===== config.mk =====
export PLATFORM = sky130hd
export DESIGN_NAME = fetch_top
export DESIGN_NICKNAME = d
export VERILOG_FILES = /design/src/design/fetch_pkg.sv /design/src/design/icache.sv /design/src/design/fetch_unit.sv /design/src/design/fetch_counters.sv /design/src/design/fetch_top.sv
export VERILOG_INCLUDE_DIRS = /design/src /design/src/design
export SDC_FILE = /design/constraint.sdc
export NUM_CORES = 2
export LEC_CHECK = 0
export BUFFER_PORTS_ARGS = -buffer_cell sky130_fd_sc_hd__buf_2
export CORE_ASPECT_RATIO = 2
export CORE_MARGIN = 2
export CORE_UTILIZATION = 40
export CTS_CLUSTER_DIAMETER = 30
export CTS_CLUSTER_SIZE = 40
export DETAILED_ROUTE_END_ITERATION = 10
export SKIP_CTS_REPAIR_TIMING = 1
export SYNTH_ARGS = -nofsm -noshare
export SYNTH_HDL_FRONTEND = slang
export SYNTH_SLANG_ARGS = --single-unit

===== constraint.sdc =====
create_clock -name clock -period 8.3 [get_ports clock]
set_clock_uncertainty 0.2 [all_clocks]
set_input_delay 0.83 -clock clock [delete_from_list [all_inputs] [get_ports clock]]
set_output_delay 0.83 -clock clock [all_outputs]
set_load 0.005 [all_outputs]

===== src/design/fetch_defines.svh =====
`ifndef FETCH_DEFINES_SVH
`define FETCH_DEFINES_SVH

// Program counter value after reset, pointing into boot flash.
`define FETCH_RESET_PC 32'h3000_0000

// Cacheable SDRAM window. The upper bound is exclusive.
`define FETCH_SDRAM_BASE 32'hA000_0000
`define FETCH_SDRAM_LIMIT 32'hA200_0000

// Instruction cache geometry. The line count must be a power of two.
`define FETCH_CACHE_LINES 16

// One 16-byte line is four 32-bit words.
`define FETCH_BURST_BEATS 4

`endif


===== src/design/fetch_pkg.sv =====
`default_nettype none

`include "fetch_defines.svh"

package fetch_pkg;

	localparam int INDEX_BITS = $clog2(`FETCH_CACHE_LINES);
	localparam int TAG_BITS = 32 - INDEX_BITS - 4;

	typedef logic [31:0] addr_t;
	typedef logic [31:0] word_t;
	typedef logic [INDEX_BITS-1:0] line_index_t;
	typedef logic [TAG_BITS-1:0] line_tag_t;
	typedef logic [1:0] beat_t;
	typedef logic [31:0] stat_t;

	typedef enum logic [2:0] {
		FETCH_IDLE,
		FETCH_LOOKUP,
		FETCH_SINGLE,
		FETCH_BURST,
		FETCH_FILL,
		FETCH_DELIVER
	} fetch_state_t;

	typedef enum logic {
		CACHE_READY,
		CACHE_RESPOND
	} cache_state_t;

endpackage

`default_nettype wire


===== src/design/icache.sv =====
`timescale 1ns/1ns
`default_nettype none

`include "fetch_defines.svh"

module icache (
	input  wire                   clock,
	input  wire                   reset,
	input  wire                   lookup_valid,
	input  wire fetch_pkg::addr_t lookup_addr,
	output logic                  lookup_ready,
	output logic                  resp_valid,
	output logic                  resp_hit,
	output fetch_pkg::word_t      resp_data,
	input  wire                   fill_valid,
	input  wire fetch_pkg::addr_t fill_addr,
	input  wire fetch_pkg::word_t fill_data,
	output logic                  fill_ready
);

	localparam int LINES = `FETCH_CACHE_LINES;
	localparam int BEATS = `FETCH_BURST_BEATS;
	localparam int IDX_LO = 4;
	localparam int IDX_HI = IDX_LO + fetch_pkg::INDEX_BITS - 1;
	localparam fetch_pkg::beat_t LAST_OFFSET = fetch_pkg::beat_t'(BEATS - 1);

	fetch_pkg::cache_state_t state;
	fetch_pkg::addr_t req_addr;

	fetch_pkg::line_tag_t tag_mem [LINES];
	fetch_pkg::word_t data_mem [LINES][BEATS];
	logic [LINES-1:0] line_valid;

	fetch_pkg::line_index_t req_index;
	fetch_pkg::line_tag_t req_tag;
	fetch_pkg::beat_t req_offset;
	fetch_pkg::line_index_t fill_index;
	fetch_pkg::line_tag_t fill_tag;
	fetch_pkg::beat_t fill_offset;

	logic lookup_fire;
	logic fill_fire;

	assign req_index = req_addr[IDX_HI:IDX_LO];
	assign req_tag = req_addr[31:IDX_HI+1];
	assign req_offset = req_addr[3:2];

	assign fill_index = fill_addr[IDX_HI:IDX_LO];
	assign fill_tag = fill_addr[31:IDX_HI+1];
	assign fill_offset = fill_addr[3:2];

	// Writes never stall, so a line fill takes exactly one cycle per word.
	assign fill_ready = 1'b1;
	assign lookup_ready = (state == fetch_pkg::CACHE_READY);

	assign lookup_fire = lookup_valid && lookup_ready;
	assign fill_fire = fill_valid && fill_ready;

	// The tag compare happens in the cycle after the lookup, on the held address.
	assign resp_valid = (state == fetch_pkg::CACHE_RESPOND);
	assign resp_hit = line_valid[req_index] && (tag_mem[req_index] == req_tag);
	assign resp_data = data_mem[req_index][req_offset];

	always_ff @(posedge clock) begin
		if (reset) begin
			state <= fetch_pkg::CACHE_READY;
		end else begin
			unique case (state)
				fetch_pkg::CACHE_READY: begin
					if (lookup_fire) begin
						state <= fetch_pkg::CACHE_RESPOND;
					end
				end
				fetch_pkg::CACHE_RESPOND: begin
					state <= fetch_pkg::CACHE_READY;
				end
				default: begin
					state <= fetch_pkg::CACHE_READY;
				end
			endcase
		end
	end

	always_ff @(posedge clock) begin
		if (lookup_fire) begin
			req_addr <= lookup_addr;
		end
	end

	always_ff @(posedge clock) begin
		if (fill_fire) begin
			data_mem[fill_index][fill_offset] <= fill_data;
			if (fill_offset == LAST_OFFSET) begin
				tag_mem[fill_index] <= fill_tag;
			end
		end
	end

	// A line is invalid while it is being refilled and turns valid with its last word.
	always_ff @(posedge clock) begin
		if (reset) begin
			line_valid <= '0;
		end else if (fill_fire) begin
			if (fill_offset == '0) begin
				line_valid[fill_index] <= 1'b0;
			end else if (fill_offset == LAST_OFFSET) begin
				line_valid[fill_index] <= 1'b1;
			end
		end
	end

	// The fetch controller must never overlap a lookup with a refill write.
	no_lookup_during_fill: assert property (
		@(posedge clock) disable iff (reset)
		!(lookup_fire && fill_fire)
	);

endmodule

`default_nettype wire


===== src/design/fetch_unit.sv =====
`timescale 1ns/1ns
`default_nettype none

`include "fetch_defines.svh"

module fetch_unit #(
	parameter fetch_pkg::addr_t RESET_PC = `FETCH_RESET_PC
) (
	input  wire                   clock,
	input  wire                   reset,
	input  wire                   wb_valid,
	input  wire fetch_pkg::addr_t jump_addr,
	output fetch_pkg::addr_t      pc,
	output fetch_pkg::word_t      inst,
	output logic                  idu_valid,
	input  wire                   idu_ready,
	output fetch_pkg::addr_t      mem_araddr,
	output logic [3:0]            mem_arlen,
	output logic [1:0]            mem_arburst,
	output logic                  mem_arvalid,
	input  wire                   mem_arready,
	input  wire fetch_pkg::word_t mem_rdata,
	input  wire [1:0]             mem_rresp,
	input  wire                   mem_rlast,
	input  wire                   mem_rvalid,
	output logic                  mem_rready,
	output logic                  lookup_valid,
	output fetch_pkg::addr_t      lookup_addr,
	input  wire                   lookup_ready,
	input  wire                   resp_valid,
	input  wire                   resp_hit,
	input  wire fetch_pkg::word_t resp_data,
	output logic                  fill_valid,
	output fetch_pkg::addr_t      fill_addr,
	output fetch_pkg::word_t      fill_data,
	input  wire                   fill_ready,
	output logic                  stat_hit,
	output logic                  stat_miss,
	output logic                  stat_busy
);

	fetch_pkg::fetch_state_t state;
	fetch_pkg::beat_t beat;
	fetch_pkg::word_t beat_data;
	logic ar_sent;
	logic lookup_sent;
	logic beat_last;
	logic jump_cacheable;
	logic reading;

	assign jump_cacheable = (jump_addr >= `FETCH_SDRAM_BASE) && (jump_addr < `FETCH_SDRAM_LIMIT);
	assign reading = (state == fetch_pkg::FETCH_SINGLE) || (state == fetch_pkg::FETCH_BURST);

	// A refill bursts the whole 16-byte line starting at its first word.
	assign mem_arvalid = reading && !ar_sent;
	assign mem_rready = reading && ar_sent;
	assign mem_araddr = (state == fetch_pkg::FETCH_BURST) ? {pc[31:4], 4'b0000} : pc;
	assign mem_arlen = (state == fetch_pkg::FETCH_BURST) ? 4'(`FETCH_BURST_BEATS - 1) : 4'd0;
	assign mem_arburst = (state == fetch_pkg::FETCH_BURST) ? 2'b01 : 2'b00;

	assign lookup_valid = (state == fetch_pkg::FETCH_LOOKUP) && !lookup_sent;
	assign lookup_addr = pc;

	assign fill_valid = (state == fetch_pkg::FETCH_FILL);
	assign fill_addr = {pc[31:4], beat, 2'b00};
	assign fill_data = beat_data;

	assign idu_valid = (state == fetch_pkg::FETCH_DELIVER);

	assign stat_hit = (state == fetch_pkg::FETCH_LOOKUP) && resp_valid && resp_hit;
	assign stat_miss = (state == fetch_pkg::FETCH_LOOKUP) && resp_valid && !resp_hit;
	assign stat_busy = (state != fetch_pkg::FETCH_IDLE) && (state != fetch_pkg::FETCH_DELIVER);

	always_ff @(posedge clock) begin
		if (reset) begin
			state <= fetch_pkg::FETCH_IDLE;
			pc <= RESET_PC;
			ar_sent <= 1'b0;
			lookup_sent <= 1'b0;
			beat <= '0;
		end else begin
			if (mem_arvalid && mem_arready) begin
				ar_sent <= 1'b1;
			end
			unique case (state)
				fetch_pkg::FETCH_IDLE: begin
					if (wb_valid) begin
						pc <= jump_addr;
						ar_sent <= 1'b0;
						lookup_sent <= 1'b0;
						state <= jump_cacheable ? fetch_pkg::FETCH_LOOKUP : fetch_pkg::FETCH_SINGLE;
					end
				end
				fetch_pkg::FETCH_LOOKUP: begin
					if (lookup_valid && lookup_ready) begin
						lookup_sent <= 1'b1;
					end
					if (resp_valid) begin
						beat <= '0;
						state <= resp_hit ? fetch_pkg::FETCH_DELIVER : fetch_pkg::FETCH_BURST;
					end
				end
				fetch_pkg::FETCH_SINGLE: begin
					if (mem_rvalid && mem_rready) begin
						state <= fetch_pkg::FETCH_DELIVER;
					end
				end
				fetch_pkg::FETCH_BURST: begin
					if (mem_rvalid && mem_rready) begin
						state <= fetch_pkg::FETCH_FILL;
					end
				end
				fetch_pkg::FETCH_FILL: begin
					if (fill_ready) begin
						beat <= beat + 1'b1;
						state <= beat_last ? fetch_pkg::FETCH_DELIVER : fetch_pkg::FETCH_BURST;
					end
				end
				fetch_pkg::FETCH_DELIVER: begin
					if (idu_ready) begin
						state <= fetch_pkg::FETCH_IDLE;
					end
				end
				default: begin
					state <= fetch_pkg::FETCH_IDLE;
				end
			endcase
		end
	end

	// The wanted word is kept as soon as its beat shows up, even mid-burst.
	always_ff @(posedge clock) begin
		if (state == fetch_pkg::FETCH_LOOKUP && resp_valid && resp_hit) begin
			inst <= resp_data;
		end else if (mem_rvalid && mem_rready) begin
			if (state == fetch_pkg::FETCH_SINGLE || beat == pc[3:2]) begin
				inst <= mem_rdata;
			end
		end
		if (state == fetch_pkg::FETCH_BURST && mem_rvalid && mem_rready) begin
			beat_data <= mem_rdata;
			beat_last <= mem_rlast;
		end
	end

	arvalid_held: assert property (
		@(posedge clock) disable iff (reset)
		(mem_arvalid && !mem_arready) |=> (mem_arvalid && $stable(mem_araddr))
	);

	idu_valid_held: assert property (
		@(posedge clock) disable iff (reset)
		(idu_valid && !idu_ready) |=> (idu_valid && $stable(inst) && $stable(pc))
	);

	// Error responses are not handled, so memory must always answer OKAY.
	read_resp_okay: assert property (
		@(posedge clock) disable iff (reset)
		(mem_rvalid && mem_rready) |-> (mem_rresp == 2'b00)
	);

endmodule

`default_nettype wire


===== src/design/fetch_counters.sv =====
`timescale 1ns/1ns
`default_nettype none

module fetch_counters (
	input  wire              clock,
	input  wire              reset,
	input  wire              stat_hit,
	input  wire              stat_miss,
	input  wire              stat_busy,
	output fetch_pkg::stat_t hit_count,
	output fetch_pkg::stat_t miss_count,
	output fetch_pkg::stat_t busy_cycles
);

	// Counters stick at their maximum instead of wrapping back to zero.
	function automatic fetch_pkg::stat_t saturating_step(
		input fetch_pkg::stat_t count,
		input logic event_seen
	);
		if (event_seen && (count != '1)) begin
			return count + 1'b1;
		end
		return count;
	endfunction

	always_ff @(posedge clock) begin
		if (reset) begin
			hit_count <= '0;
			miss_count <= '0;
			busy_cycles <= '0;
		end else begin
			hit_count <= saturating_step(hit_count, stat_hit);
			miss_count <= saturating_step(miss_count, stat_miss);
			busy_cycles <= saturating_step(busy_cycles, stat_busy);
		end
	end

endmodule

`default_nettype wire


===== src/design/fetch_top.sv =====
`timescale 1ns/1ns
`default_nettype none

`include "fetch_defines.svh"

module fetch_top (
	input  wire                   clock,
	input  wire                   reset,
	input  wire                   wb_valid,
	input  wire fetch_pkg::addr_t jump_addr,
	output fetch_pkg::addr_t      pc,
	output fetch_pkg::word_t      inst,
	output logic                  idu_valid,
	input  wire                   idu_ready,
	output fetch_pkg::addr_t      mem_araddr,
	output logic [3:0]            mem_arlen,
	output logic [1:0]            mem_arburst,
	output logic                  mem_arvalid,
	input  wire                   mem_arready,
	input  wire fetch_pkg::word_t mem_rdata,
	input  wire [1:0]             mem_rresp,
	input  wire                   mem_rlast,
	input  wire                   mem_rvalid,
	output logic                  mem_rready,
	output fetch_pkg::stat_t      hit_count,
	output fetch_pkg::stat_t      miss_count,
	output fetch_pkg::stat_t      busy_cycles
);

	logic lookup_valid;
	fetch_pkg::addr_t lookup_addr;
	logic lookup_ready;
	logic resp_valid;
	logic resp_hit;
	fetch_pkg::word_t resp_data;
	logic fill_valid;
	fetch_pkg::addr_t fill_addr;
	fetch_pkg::word_t fill_data;
	logic fill_ready;
	logic stat_hit;
	logic stat_miss;
	logic stat_busy;

	fetch_unit #(
		.RESET_PC(`FETCH_RESET_PC)
	) u_fetch_unit (
		.clock(clock),
		.reset(reset),
		.wb_valid(wb_valid),
		.jump_addr(jump_addr),
		.pc(pc),
		.inst(inst),
		.idu_valid(idu_valid),
		.idu_ready(idu_ready),
		.mem_araddr(mem_araddr),
		.mem_arlen(mem_arlen),
		.mem_arburst(mem_arburst),
		.mem_arvalid(mem_arvalid),
		.mem_arready(mem_arready),
		.mem_rdata(mem_rdata),
		.mem_rresp(mem_rresp),
		.mem_rlast(mem_rlast),
		.mem_rvalid(mem_rvalid),
		.mem_rready(mem_rready),
		.lookup_valid(lookup_valid),
		.lookup_addr(lookup_addr),
		.lookup_ready(lookup_ready),
		.resp_valid(resp_valid),
		.resp_hit(resp_hit),
		.resp_data(resp_data),
		.fill_valid(fill_valid),
		.fill_addr(fill_addr),
		.fill_data(fill_data),
		.fill_ready(fill_ready),
		.stat_hit(stat_hit),
		.stat_miss(stat_miss),
		.stat_busy(stat_busy)
	);

	icache u_icache (
		.clock(clock),
		.reset(reset),
		.lookup_valid(lookup_valid),
		.lookup_addr(lookup_addr),
		.lookup_ready(lookup_ready),
		.resp_valid(resp_valid),
		.resp_hit(resp_hit),
		.resp_data(resp_data),
		.fill_valid(fill_valid),
		.fill_addr(fill_addr),
		.fill_data(fill_data),
		.fill_ready(fill_ready)
	);

	fetch_counters u_fetch_counters (
		.clock(clock),
		.reset(reset),
		.stat_hit(stat_hit),
		.stat_miss(stat_miss),
		.stat_busy(stat_busy),
		.hit_count(hit_count),
		.miss_count(miss_count),
		.busy_cycles(busy_cycles)
	);

endmodule

`default_nettype wire


==> results.txt <==
----------------------------------------------------
[Synthesis]
  Post-synthesis cell area ... 104,000 um2
  Number of flops mapped to enable cells by yosys ... 2,527
  Synth Area in Compound Gates ... 0.0138
  Largest family of logic cells by synthesized area ... multiplexers
  Primary flip-flop cell chosen by synthesis mapping ... edfxtp_1
  Adder and majority cell fraction of the synthesized area ... 0.000844
  Fraction of post-synthesis cell area in the top cell type by area ... 0.731
  Number of warning messages in the yosys log ... 0
  Portion of netlist area occupied by mux cells ... 0.176
  Synth async-reset ratio ... 0
  Cells after Synth ... about 4,800
  Number of unique standard cell types used by synthesis ... 66
  Area fraction in and, or, nand and nor cells after synthesis ... 0.0280
  Part of the Yosys area used for sequential elements ... 0.762
  Area contributors post-synth ... edfxtp_1 73%, mux4_2 16%, dfxtp_1 3.0%
  Mean Syn Cell Area ... approximately 22 um2
  Cell taking the most area after synthesis ... edfxtp_1
  Post-synthesis share of cell area spent on xor and xnor gates ... 0.00473
  Number of flip-flops and latches in the synthesized netlist ... 2,683

[Power and ir drop]
  Worst ir drop on vdd ... 212 uV
  Cell Pwr Density ... a little under 300 nW/um2
  Leakage power total ... 38.7 nW

[Critical path]
  Worst R2R Path Depth ... 10
  Register-to-register setup slack ... 2.00 ns
  CP Launch Type ... flop
  Setup CP Type ... flop to flop
  Critical Path RT ... 8.62 ns
  Crit. End Element ... flop
  Destination of the worst register-to-register timing path ... u_fetch_unit.inst[12]
  Maximum fanout encountered on the critical timing path ... 47
  CP Data Arrival Time ... 6.61 ns

[STA]
  Fmax ... 159 MHz
  Total count of max-transition violations in the final report ... 0
  Pin slew with the least headroom to its limit ... around 1.2 ns
  Final setup viols ... 0
  Final total negative setup slack ... 0 ns
  Slew Limit Headroom ... 0.214
  Worst hold slack ... -0.00242 ns
  Hold Fails Final Rpt ... 2
  RSZ-0062 raised after global routing ... no
  Final Cycle Share ... 0.759
  Time the worst path needs with I/O delays and setup ... 6.30 ns

[Floorplan]
  Y dimension of the die ... approximately 720 um
  Num rows ... 264
  Horizontal die dimension ... 364 um
  Placeable core area ... 258,000 um2
  Ports placed on the boundary ... 274
  Die Outline Area ... 264,000 um2
  Initial cell density of the core ... 0.402

[Routing]
  Detailed-router iteration count before antenna repair ... 5
  Wire length per cell ... around 31 um
  Total length of routed wires ... approximately 280,000 um
  DRC viols ... 0
  Number of nets still failing antenna checks after routing ... 0
  Iter 0 DRT Violations ... slightly above 5,000
  Vias after detailed routing ... 51,085
  DR vias/cell ... 5.66

[Global routing]
  First-pass GRT wire length ... 397,000 um
  Total global routing track utilization ... 0.214
  Initial antenna violation count ... 9
  Vias in the first global route ... approximately 53,000
  GRT Residual Overflow ... 0
  Maximum number of pins on one net before global-route repair ... roughly 150

[Min path]
  Worst hold path cell count ... 3
  End point of the most critical hold path ... u_fetch_unit.lookup_addr[8]
  Worst Hold Launch ... jump_addr[8]
  Hold crit path type ... primary input to flop

[Final layout]
  Layout-stage area growth over the synthesis result ... 17.4%
  Proportion of layout cells with a drive suffix above 1 ... 0.339
  Final-stage net count ... 5,365
  # fillers ... 21,343

[CTS]
  CTS sink cnt ... 2,683
  CTS tree ... built
  Total CTS buffers ... 332
  Clock insertion delay at the later pin of the skew report ... 0.88 ns
  Deepest level of the CTS H-tree ... 5
  Deepest clock path buffer count ... 4
  CTS clock-pin slew for the worst setup and hold paths ... 0.07 ns
  Library cell used as clock root buffer ... clkbuf_16

[Outcome]
  Violated checks ... hold timing
  Run status ... finished, violations left

[Job]
  Max capacitance violation total ... 0

[Placement]
  HPWL after detailed placement ... 158,000 um
  Input/output buffers ... 268
  Weighted congestion reported at the end of routability-driven placement ... about 0.81

----------------------------------------------------
[registers in the layout, indices dropped and copies added (netlist names), named ones only]
| register | count |
|---|---|
| u_icache.data_mem | 2048 |
| u_icache.tag_mem | 384 |
| u_fetch_counters.busy_cycles | 32 |
| u_fetch_counters.hit_count | 32 |
| u_fetch_counters.miss_count | 32 |
| u_fetch_unit.fill_data | 32 |
| u_fetch_unit.inst | 32 |
| u_fetch_unit.lookup_addr | 32 |
| u_icache.req_addr | 30 |
| u_fetch_unit.state | 3 |
| u_fetch_unit.beat | 2 |
| u_fetch_unit.ar_sent | 1 |
| u_fetch_unit.beat_last | 1 |
| u_fetch_unit.lookup_sent | 1 |
| u_icache.resp_valid | 1 |
[cell usage in the layout (no fill, tap or decap), types with 40 or more instances in the layout]
cell           count
inv_6             49
inv_8             45
nor2_1           107
buf_4            148
nor2_4            64
dfxtp_1          152
buf_2            267
clkbuf_16        338
dlygate4sd3_1     40
edfxtp_1        2527
mux2_2            51
a21oi_1           88
mux4_2           745
nand3_1           47
nand2_1          161
mux2i_1           91
[cell families (layout without fill, tap and decap cells)]
kind of cell	count (synthesis)	in the layout
mux	887	887
fa+ha+maj	7	7
flops	2683	2683
compound gates	230	230
other cells	1	8
buf+inv	334	1099
xor+xnor	56	56
simple gates	596	596
[area by class of cell]
cell class	count	area (um2)	share of cell area
flip-flops and latches	2683	79000	0.649
multi-input cells	1779	23700	0.195
clock buffers	352	8510	0.0699
well taps	3458	4330	0.0355
clock inverters	258	3130	0.0257
repair buffers	464	3020	0.0248
inverters	25	93.8	0.000770
diodes	5	12.5	0.000103
[Yosys cell counts (24+ instances only)]
cell type and instances:
clkbuf_1 171, nand2_1 161, mux2_2 51, buf_1 46, o21ai_0 35, mux2i_1 91, a21oi_1 88, nor3_1 35
buf_4 71, dfxtp_1 156, xor2_1 32, nor2_1 171, xnor2_1 24, nand3_1 47, mux4_2 745, o22ai_1 33
nor2b_1 27, or3_1 32, edfxtp_1 2527
[critical path: stages, from the launching register on]
cell	delay, ns
dfxtp_4	0.90
buf_4	0.54
mux4_2	0.56
mux2i_1	0.23
o22ai_1	0.11
o41ai_1	0.50
nand3_1	0.18
or4_4	0.64
or4b_4	0.93
o31ai_4	0.46
buf_4	0.53
[routing by layer]
metal,vias to the layer above,GRT usage,wire length (um)
met5,-,0,0
met4,0,0.0889,12500
met3,537,0.0310,15000
met2,1937,0.399,156000
met1,27528,0.243,99600
li1,21083,-,-
[power breakdown]
group	total [W]	switching (W)	internal [W]
registers	0.0151	0.000299	0.0148
logic	0.00566	0.00287	0.00279
clock network	0.0150	0.00634	0.00869
[how the worst max path moves through the flow]
| stage | startpoint | endpoint | depth (start not counted) |
|---|---|---|---|
| 6_report | flop | u_fetch_unit.inst[12] | 10 |
| 5_1_grt | flop | u_fetch_unit.inst[0] | 10 |
| 4_1_cts | flop | u_fetch_unit.inst[8] | 10 |
| 3_5_place_dp | flop | u_fetch_unit.inst[0] | 10 |
| 3_3_place_gp | flop | u_fetch_unit.inst[0] | 10 |
| 2_1_floorplan | flop | u_fetch_unit.inst[0] | 13 |
[metrics by stage]
step | instances | total power, W | util | instance area [um2] | worst slack [ns]
3_5_place_dp | 8369 | 0.0212 | 0.425 | 110000 | 1.96
3_3_place_gp | 8369 | 0.0211 | 0.425 | 110000 | 1.88
2_1_floorplan | 4796 | 0.0194 | - | 104000 | 3.70
4_1_cts | 8979 | 0.0361 | 0.470 | 121000 | 1.95
5_1_grt | 9021 | 0.0368 | 0.472 | 122000 | 1.76
6_report | 9024 | 0.0358 | 0.472 | 122000 | 2.00
Note: power is estimated with default switching activity, not from simulation.
